===== config.mk =====
export PLATFORM = sky130hd
export DESIGN_NAME = control_unit_top
export DESIGN_NICKNAME = d
export VERILOG_FILES = /design/src/rtl/cpu_pkg.sv /design/src/rtl/alu_instruction_decoder.sv /design/src/rtl/mmu_decoder.sv /design/src/rtl/control_fsm.sv /design/src/rtl/controlpath.sv /design/src/rtl/program_counter.sv /design/src/rtl/control_unit_top.sv
export VERILOG_INCLUDE_DIRS = /design/src /design/src/rtl
export SDC_FILE = /design/constraint.sdc
export NUM_CORES = 1
export LEC_CHECK = 0
export BUFFER_PORTS_ARGS = -buffer_cell sky130_fd_sc_hd__buf_2
export CAP_MARGIN = 20
export CORE_UTILIZATION = 40
export DETAILED_ROUTE_END_ITERATION = 12
export HOLD_SLACK_MARGIN = 0.02
export PLACE_DENSITY = 0.75
export SETUP_SLACK_MARGIN = 0.3
export SYNTH_ARGS = -nofsm -noshare
export SYNTH_HDL_FRONTEND = slang
export SYNTH_SLANG_ARGS = --single-unit
export TNS_END_PERCENT = 30

===== constraint.sdc =====
create_clock -name clk -period 1.9 [get_ports clk]
set_input_delay 0.285 -clock clk [delete_from_list [all_inputs] [get_ports clk]]
set_output_delay 0.285 -clock clk [all_outputs]
set_load 0.05 [all_outputs]

===== src/rtl/cpu_params.svh =====
`ifndef CPU_PARAMS_SVH
`define CPU_PARAMS_SVH

// ~~~~~~~~~~~~~~~~~~~~~~~~~~~~~~~~~~~~~~~~~~~~~~~~~~~~~~~~~~~~~~~~~~~~~~~~~~~~
// program counter vectors
// ~~~~~~~~~~~~~~~~~~~~~~~~~~~~~~~~~~~~~~~~~~~~~~~~~~~~~~~~~~~~~~~~~~~~~~~~~~~~

// first fetch address out of reset
`define CPU_RESET_VECTOR 32'h0000_0000

// handler address loaded when the machine is restarted out of TRAP
`define CPU_TRAP_VECTOR 32'h0000_0100

// one instruction word is four bytes
`define CPU_PC_STEP 4

`endif


===== src/rtl/cpu_pkg.sv =====
package cpu_pkg;

  // ~~~~~~~~~~~~~~~~~~~~~~~~~~~~~~~~~~~~~~~~~~~~~~~~~~~~~~~~~~~~~~~~~~~~~~~~~~
  // sequencing states
  // ~~~~~~~~~~~~~~~~~~~~~~~~~~~~~~~~~~~~~~~~~~~~~~~~~~~~~~~~~~~~~~~~~~~~~~~~~~

  // bit 3 marks the running states, bit 4 the trap
  typedef enum logic [4:0] {
    HALT       = 5'b00000,
    READ_INS   = 5'b01000,
    DO         = 5'b01001,
    WAIT_LOAD  = 5'b01010,
    WAIT_STORE = 5'b01100,
    TRAP       = 5'b10000
  } ctrl_state_t;

  // ~~~~~~~~~~~~~~~~~~~~~~~~~~~~~~~~~~~~~~~~~~~~~~~~~~~~~~~~~~~~~~~~~~~~~~~~~~
  // decoded instruction fields
  // ~~~~~~~~~~~~~~~~~~~~~~~~~~~~~~~~~~~~~~~~~~~~~~~~~~~~~~~~~~~~~~~~~~~~~~~~~~

  // fields of the ALU format
  typedef struct packed {
    logic [2:0]  alu_op;
    logic [1:0]  alu_vec_perci;
    logic        alu_form;
    logic [3:0]  alu_config;
    logic        const_c;
    logic [31:0] constant;
    logic [1:0]  alu_write;
    logic        invalid;
    logic [3:0]  logic_select;
    logic [3:0]  alu_a_select;
  } alu_fields_t;

  // remaining operand selects pass straight through to the top level
  typedef struct packed {
    logic [3:0] alu_b_select;
    logic [3:0] alu_c_select;
    logic [3:0] alu_d_select;
    logic [3:0] alu_y1_select;
    logic [3:0] alu_y2_select;
  } operand_selects_t;

  // fields of the memory format
  typedef struct packed {
    logic [3:0] reg_addr;
    logic [3:0] mem_loca_addr;
    logic       st;
    logic       ld;
    logic [3:0] sl_select;
    logic [2:0] sl_op;
    logic [1:0] write;
    logic       invalid;
  } mmu_fields_t;

endpackage


===== src/rtl/alu_instruction_decoder.sv =====
module alu_instruction_decoder (
  input  logic [31:0]               instruction,
  output cpu_pkg::alu_fields_t      fields,
  output cpu_pkg::operand_selects_t selects
);

  logic [15:0] const_raw;
  logic        reserved_op;
  logic        high_bit_set;

  // the constant field overlaps the a..d selects
  assign const_raw    = instruction[27:12];
  assign reserved_op  = (instruction[4:2] == 3'b111);
  assign high_bit_set = instruction[31];

  // ~~~~~~~~~~~~~~~~~~~~~~~~~~~~~~~~~~~~~~~~~~~~~~~~~~~~~~~~~~~~~~~~~~~~~~~~~~
  // operation and control fields
  // ~~~~~~~~~~~~~~~~~~~~~~~~~~~~~~~~~~~~~~~~~~~~~~~~~~~~~~~~~~~~~~~~~~~~~~~~~~

  always_comb begin
    fields.alu_op        = instruction[4:2];
    fields.alu_vec_perci = instruction[6:5];
    fields.alu_form      = instruction[7];
    fields.alu_config    = instruction[11:8];
    fields.logic_select  = instruction[11:8]; // same bits as the config field
    fields.alu_a_select  = instruction[15:12];
    fields.alu_write     = instruction[29:28];
    fields.const_c       = instruction[30];

    if (instruction[30]) begin
      fields.constant = {{16{const_raw[15]}}, const_raw};
    end else begin
      fields.constant = 32'd0;
    end

    // bit 31 is reserved for a future format
    fields.invalid = high_bit_set | reserved_op;
  end

  // ~~~~~~~~~~~~~~~~~~~~~~~~~~~~~~~~~~~~~~~~~~~~~~~~~~~~~~~~~~~~~~~~~~~~~~~~~~
  // operand selects
  // ~~~~~~~~~~~~~~~~~~~~~~~~~~~~~~~~~~~~~~~~~~~~~~~~~~~~~~~~~~~~~~~~~~~~~~~~~~

  always_comb begin
    selects.alu_b_select  = instruction[19:16];
    selects.alu_c_select  = instruction[23:20];
    selects.alu_d_select  = instruction[27:24];

    // the two result ports reuse the c and d fields
    selects.alu_y1_select = instruction[27:24];
    selects.alu_y2_select = instruction[23:20];
  end

endmodule


===== src/rtl/mmu_decoder.sv =====
module mmu_decoder (
  input  logic [31:2]          instruction,
  output cpu_pkg::mmu_fields_t fields
);

  logic upper_set;
  logic both_access;

  // bits 31..21 are unused by the memory format and must stay clear
  assign upper_set   = |instruction[31:21];
  assign both_access = instruction[2] & instruction[3];

  always_comb begin
    fields.ld            = instruction[2];
    fields.st            = instruction[3];
    fields.reg_addr      = instruction[7:4];
    fields.mem_loca_addr = instruction[11:8];
    fields.sl_op         = instruction[14:12];
    fields.sl_select     = instruction[18:15];
    fields.write         = instruction[20:19];

    // a word may load or store but not both in one pass
    fields.invalid       = upper_set | both_access;
  end

endmodule


===== src/rtl/control_fsm.sv =====
module control_fsm (
  input  logic                 clk,
  input  logic                 reset,
  input  logic                 go,
  input  logic                 halt,
  input  logic                 instr_alu,
  input  logic                 instr_pc,
  input  logic                 ld,
  input  logic                 st,
  input  logic                 wait_instr,
  input  logic                 wait_data,
  input  logic                 instr_segv,
  input  logic                 data_segv,
  input  logic                 invalid_instruction,
  output cpu_pkg::ctrl_state_t current_state
);

  cpu_pkg::ctrl_state_t next_state;
  logic                 mem_load;
  logic                 mem_store;

  // load and store bits only mean something in the memory format
  assign mem_load  = ~instr_alu & ld;
  assign mem_store = ~instr_alu & st;

  always_ff @(posedge clk) begin
    if (reset) begin
      current_state <= cpu_pkg::HALT;
    end else begin
      current_state <= next_state;
    end
  end

  // ~~~~~~~~~~~~~~~~~~~~~~~~~~~~~~~~~~~~~~~~~~~~~~~~~~~~~~~~~~~~~~~~~~~~~~~~~~
  // next state
  // ~~~~~~~~~~~~~~~~~~~~~~~~~~~~~~~~~~~~~~~~~~~~~~~~~~~~~~~~~~~~~~~~~~~~~~~~~~

  always_comb begin
    next_state = current_state; // hold by default so the wait inputs freeze the state

    case (current_state)
      cpu_pkg::HALT: begin
        if (go) next_state = cpu_pkg::READ_INS;
      end
      cpu_pkg::READ_INS: begin
        if (instr_segv) next_state = cpu_pkg::TRAP;
        else if (wait_instr) next_state = cpu_pkg::READ_INS;
        else if (invalid_instruction) next_state = cpu_pkg::TRAP;
        else if (mem_load) next_state = cpu_pkg::WAIT_LOAD;
        else if (mem_store) next_state = cpu_pkg::WAIT_STORE;
        else next_state = cpu_pkg::DO; // ALU ops, jumps and register moves
      end
      cpu_pkg::WAIT_LOAD, cpu_pkg::WAIT_STORE: begin
        if (data_segv) next_state = cpu_pkg::TRAP;
        else if (!wait_data) next_state = cpu_pkg::DO;
      end
      cpu_pkg::DO: begin
        next_state = cpu_pkg::READ_INS;
      end
      cpu_pkg::TRAP: begin
        if (go) next_state = cpu_pkg::READ_INS;
      end
      default: begin
        next_state = cpu_pkg::HALT;
      end
    endcase

    // halt wins over every other condition
    if (halt) next_state = cpu_pkg::HALT;
  end

endmodule


===== src/rtl/controlpath.sv =====
module controlpath (
  input  logic                      clk,
  input  logic                      reset,
  input  logic                      go,
  input  logic                      halt,
  input  logic [31:0]               instruction,
  input  logic                      instr_segv,
  input  logic                      data_segv,
  input  logic                      wait_instr,
  input  logic                      wait_data,
  output logic                      pc_inc,
  output logic                      pc_jump,
  output logic                      trap,
  output logic [2:0]                opcode,
  output logic                      alu_form,
  output logic [1:0]                alu_vec_perci,
  output logic [3:0]                alu_config,
  output logic                      const_c,
  output logic [31:0]               constant,
  output logic [3:0]                a_select,
  output cpu_pkg::operand_selects_t selects,
  output logic [1:0]                reg_write,
  output logic [3:0]                op_select,
  output logic                      st,
  output logic                      ld,
  output logic [3:0]                mem_loca_addr,
  output logic [3:0]                reg_addr
);

  cpu_pkg::alu_fields_t alu_f;
  cpu_pkg::mmu_fields_t mmu_f;
  cpu_pkg::ctrl_state_t current_state;
  logic                 instr_alu;
  logic                 instr_pc;
  logic                 invalid_instruction;
  logic [1:0]           reg_write_raw;
  logic                 in_do;

  assign instr_alu = instruction[0];
  assign instr_pc  = instruction[1];

  alu_instruction_decoder d0 (.instruction(instruction), .fields(alu_f), .selects(selects));

  mmu_decoder d1 (.instruction(instruction[31:2]), .fields(mmu_f));

  control_fsm controlfsm (
    .clk(clk), .reset(reset), .go(go), .halt(halt),
    .instr_alu(instr_alu), .instr_pc(instr_pc), .ld(mmu_f.ld), .st(mmu_f.st),
    .wait_instr(wait_instr), .wait_data(wait_data),
    .instr_segv(instr_segv), .data_segv(data_segv),
    .invalid_instruction(invalid_instruction), .current_state(current_state)
  );

  // ~~~~~~~~~~~~~~~~~~~~~~~~~~~~~~~~~~~~~~~~~~~~~~~~~~~~~~~~~~~~~~~~~~~~~~~~~~
  // format select between the two decoders
  // ~~~~~~~~~~~~~~~~~~~~~~~~~~~~~~~~~~~~~~~~~~~~~~~~~~~~~~~~~~~~~~~~~~~~~~~~~~

  always_comb begin
    opcode              = instr_alu ? alu_f.alu_op       : mmu_f.sl_op;
    reg_write_raw       = instr_alu ? alu_f.alu_write    : mmu_f.write;
    op_select           = instr_alu ? alu_f.logic_select : mmu_f.sl_select;
    a_select            = instr_alu ? alu_f.alu_a_select : mmu_f.reg_addr;
    invalid_instruction = instr_alu ? alu_f.invalid      : mmu_f.invalid;
  end

  assign alu_form      = alu_f.alu_form;
  assign alu_vec_perci = alu_f.alu_vec_perci;
  assign alu_config    = alu_f.alu_config;
  assign const_c       = alu_f.const_c;
  assign constant      = alu_f.constant;
  assign mem_loca_addr = mmu_f.mem_loca_addr;
  assign reg_addr      = mmu_f.reg_addr;

  // strobes only fire in the state that owns them
  assign in_do     = (current_state == cpu_pkg::DO);
  assign reg_write = in_do ? reg_write_raw : 2'b00;
  assign pc_inc    = in_do;
  assign pc_jump   = in_do & instr_pc;
  assign ld        = (current_state == cpu_pkg::WAIT_LOAD);
  assign st        = (current_state == cpu_pkg::WAIT_STORE);
  assign trap      = (current_state == cpu_pkg::TRAP);

endmodule


===== src/rtl/program_counter.sv =====
`include "cpu_params.svh"

module program_counter (
  input  logic        clk,
  input  logic        reset,
  input  logic        pc_inc,
  input  logic        pc_jump,
  input  logic        trap,
  input  logic        go,
  input  logic [31:0] constant,
  output logic [31:0] pc
);

  logic [31:0] pc_next;
  logic        restart;

  // go while trapped restarts fetch at the handler
  assign restart = trap & go;

  always_comb begin
    pc_next = pc;
    if (restart) begin
      pc_next = `CPU_TRAP_VECTOR;
    end else if (pc_inc) begin
      if (pc_jump) pc_next = constant; // absolute jump to the decoded constant
      else pc_next = pc + 32'(`CPU_PC_STEP);
    end
  end

  always_ff @(posedge clk) begin
    if (reset) begin
      pc <= `CPU_RESET_VECTOR;
    end else begin
      pc <= pc_next;
    end
  end

endmodule


===== src/rtl/control_unit_top.sv =====
module control_unit_top (
  input  logic                      clk,
  input  logic                      reset,
  input  logic                      go,
  input  logic                      halt,
  input  logic [31:0]               instruction,
  input  logic                      instr_segv,
  input  logic                      data_segv,
  input  logic                      wait_instr,
  input  logic                      wait_data,
  output logic                      pc_inc,
  output logic                      pc_jump,
  output logic                      trap,
  output logic [2:0]                opcode,
  output logic                      alu_form,
  output logic [1:0]                alu_vec_perci,
  output logic [3:0]                alu_config,
  output logic                      const_c,
  output logic [31:0]               constant,
  output logic [3:0]                a_select,
  output cpu_pkg::operand_selects_t selects,
  output logic [1:0]                reg_write,
  output logic [3:0]                op_select,
  output logic                      st,
  output logic                      ld,
  output logic [3:0]                mem_loca_addr,
  output logic [3:0]                reg_addr,
  output logic [31:0]               pc
);

  controlpath cp0 (
    .clk(clk), .reset(reset), .go(go), .halt(halt), .instruction(instruction),
    .instr_segv(instr_segv), .data_segv(data_segv),
    .wait_instr(wait_instr), .wait_data(wait_data),
    .pc_inc(pc_inc), .pc_jump(pc_jump), .trap(trap), .opcode(opcode),
    .alu_form(alu_form), .alu_vec_perci(alu_vec_perci), .alu_config(alu_config),
    .const_c(const_c), .constant(constant), .a_select(a_select), .selects(selects),
    .reg_write(reg_write), .op_select(op_select), .st(st), .ld(ld),
    .mem_loca_addr(mem_loca_addr), .reg_addr(reg_addr)
  );

  program_counter pc0 (
    .clk(clk), .reset(reset), .pc_inc(pc_inc), .pc_jump(pc_jump),
    .trap(trap), .go(go), .constant(constant), .pc(pc)
  );

endmodule


==> qor.csv <==
metric,value,unit
filler cell count,663,
fmax,571.6,MHz
"Avg Cell Area, Syn",7.607,um2
CTS H-tree depth,2,
DR iter-0 viols,265,
Vias/cell,5.543,
initial core utilization,0.4161,
Final period util,0.9208,
"Primary FF master, synth",dfxtp_1,
clock-pin slew on the worst setup and hold paths,0.07,ns
TritonCTS Sinks,37,
post-route minimum period,1.750,ns
"EDFF count, synth",0,
Yosys warning count,0,
Max Cap Viol,0,
WL per Instance,15.31,um
met1 usage,0.2856,
clock skew,0.005012,ns
Die Ht,89.33,um
CP Class,register to primary output,
via count,3481,
final wirelength,9.612,mm
Mapped Cells,401,
Rows,31,
RSZ-0062 raised after global routing,yes,
post-DP HPWL,6.923,mm
global-route wire length before repair,14.32,mm
Clock Latency Late Sink,0.28,ns
core area,7331,um2
Worst VDD drop,264.4,uV
share of synthesized registers carrying an async set or reset,0,
Multi-input gate area,1959,um2
"slowest stage delay, CP",0.37,ns
CP Cell Sequence,nor3_4 > nand3_2 > buf_6 > inv_6 > nand2_4 > inv_4 > buf_8,
final count of hold timing violations,0,
Final TNS setup,0,ns
CTS Buf Count,5,
synthesized flop and latch total,37,
kind of start point of the critical path,register,
IO Pins,158,
register area share after synthesis,0.2428,
Leak Pwr,0.001918,uW
status,completed,
total gr overflow,0,
TritonRoute pass-1 iters,5,
CTS tree,done,
worst path required time,1.62,ns
combinational power share,0.339,
top cell type's share of synthesized area,0.2428,
crit path max fanout,3,
Top Usage Layer GRT,met2,
number of remaining DRC errors,0,
cts hold-fix bufs,0,
Slew @ Worst Pin,0.4017,ns
"commonest non-fill, non-tap cell in the layout",buf_2,
syn_nets,442,
GP Congestion,0.9021,
sw frac,0.3962,
ANT cells,0,
P_sw,770.4,uW
Slew Limit Fails,0,
WP buf/inv,4,
Hold WC Path Type,input pin to register,
dominant cell type by area after synthesis,dfxtp_1,
internal power,1174,uW
final-stage net count,569,
sequential share of power,0.388,
slowest cell on the critical path,dfxtp_4,
layout cells sized above 1,0.5161,
initial antenna violation count,0,
met2 usage,0.3997,
cell family with most CP delay,buffers and inverters,
Area growth syn-to-layout,37.90,%
largest net degree at the start of global routing,35,
Sequential Area,823.3,um2
Rel. slew slack,0.7297,
GRT Total Usage,0.2288,
Clk pwr share,0.273,
GR Util met3,0.03878,
IO buf count,157,
most frequent cells in the layout,"152 x buf_2, 31 x nor2_1, 30 x buf_4",
Final ANT Viol Nets,0,
die area,7979,um2
CP arrival,1.46,ns
"top cells by area, synth","dfxtp_1 24%, buf_4 13%, a21oi_1 4.8%, mux2_2 4.4%, nor2_1 4.3%",
final total power,1944,uW
vias in the first global route,3001,
Die W,89.33,um
crit end category,primary output,
Final Setup Violations,0,
CTS root buffer,clkbuf_8,
worst-case clock buffer depth,2,
synth unique cells,58,
Synth Cell Area,3050,um2
power per cell area,462.2,nW/um2
-- cell type report --
type / count / area share
repair buffers: 195 / 0.2793
multi-input cells: 279 / 0.4658
well taps: 99 / 0.02945
flip-flops and latches: 37 / 0.1957
clock buffers: 8 / 0.01904
inverters: 10 / 0.01071
-- stage by stage --
stage	setup WS (ns)	std cells	cell area [um2]	hold WS (ns)	util
2_1_floorplan	0.02303	401	3246	0.3447	-
4_1_cts	0.1135	615	3983	0.2508	0.5433
3_5_place_dp	0.09880	602	3779	0.4687	0.5154
6_report	0.1504	628	4207	0.2542	0.5738
3_3_place_gp	0.1477	602	3779	0.4719	0.5154
5_1_grt	0.07434	628	4207	0.2666	0.5738
-- worst reg2reg max path, stage by stage, from the launching register on --
cell and delay, ns:
dfxtp_4 0.37, nor3_4 0.19, nand3_2 0.12, buf_6 0.16
inv_6 0.07, buf_12 0.12, buf_12 0.11, nand4_1 0.10
xor2_1 0.16, a211oi_1 0.21
-- logic make-up (layout without fill, tap and decap cells) --
kind of cell	count (synthesis)	in the layout	synth area share
compound gates	95	95	0.2018
xor+xnor	6	6	0.01723
fa+ha+maj	1	1	0.004101
buf+inv	85	213	0.1772
flops	37	37	0.2428
mux	21	21	0.07383
simple gates	156	156	0.2830
-- path summary, 6_finish.rpt --
check / slack (ns) / to / startpoint / cells past startpoint
max: 0.15 / pc_jump / cp0.controlfsm.current_state[2] / 7
min: 0.25 / pc0.pc[8] / reset / 2
max reg2reg: 0.20 / pc0.pc[10] / cp0.controlfsm.current_state[2] / 9
min reg2reg: 0.48 / pc0.pc[31] / pc0.pc[31] / 1
-- state kept, by name, indices dropped and copies added (netlist names), named ones only --
signal                        flops
cp0.controlfsm.current_state      5
pc0.pc                           30
-- synth_stat cells, types with 2 or more instances --
library cell / number
nor3_1: 11
buf_4: 53
and3_1: 8
nor2b_1: 5
inv_1: 8
o21bai_1: 2
nor2_1: 35
or4_1: 2
dfxtp_1: 37
nor3b_1: 2
buf_1: 5
nand4_2: 2
a311oi_1: 2
xor2_1: 4
and2_1: 18
buf_6: 3
nand2b_1: 4
nor4_2: 2
a22oi_1: 4
o41ai_1: 2
nand2_1: 21
o21a_1: 2
o211ai_1: 4
mux2i_1: 9
a21oi_1: 29
a211oi_1: 5
clkbuf_1: 14
inv_2: 2
mux2_2: 12
nand3_1: 16
nand3b_1: 2
and4_1: 2
a32o_1: 3
o21ai_0: 14
nor4_1: 6
o31ai_1: 5
nand4_1: 14
a31oi_1: 11
xnor2_1: 2
-- power by group through the flow --
stage          combinational [uW]  clock [uW]  sequential, uW
2_1_floorplan                 552           0             776
3_3_place_gp                  647           0             775
3_5_place_dp                  651           0             775
4_1_cts                       658         543             755
5_1_grt                       687         575             755
6_report                      658         531             755
-- per-layer routing --
metal,vias up,part of all wire
met5,-,0
met4,0,0.024
met3,21,0.071
met2,176,0.50
met1,1609,0.40
li1,1675,-
-- timing repair --
item	4_1_cts	5_1_grt
pin swaps	8	6
cloned	0	1
endpoints found under the setup margin	25	35
buffers inserted	5	12
gates resized for setup	26	29
Note: power is estimated with default switching activity, not from simulation.
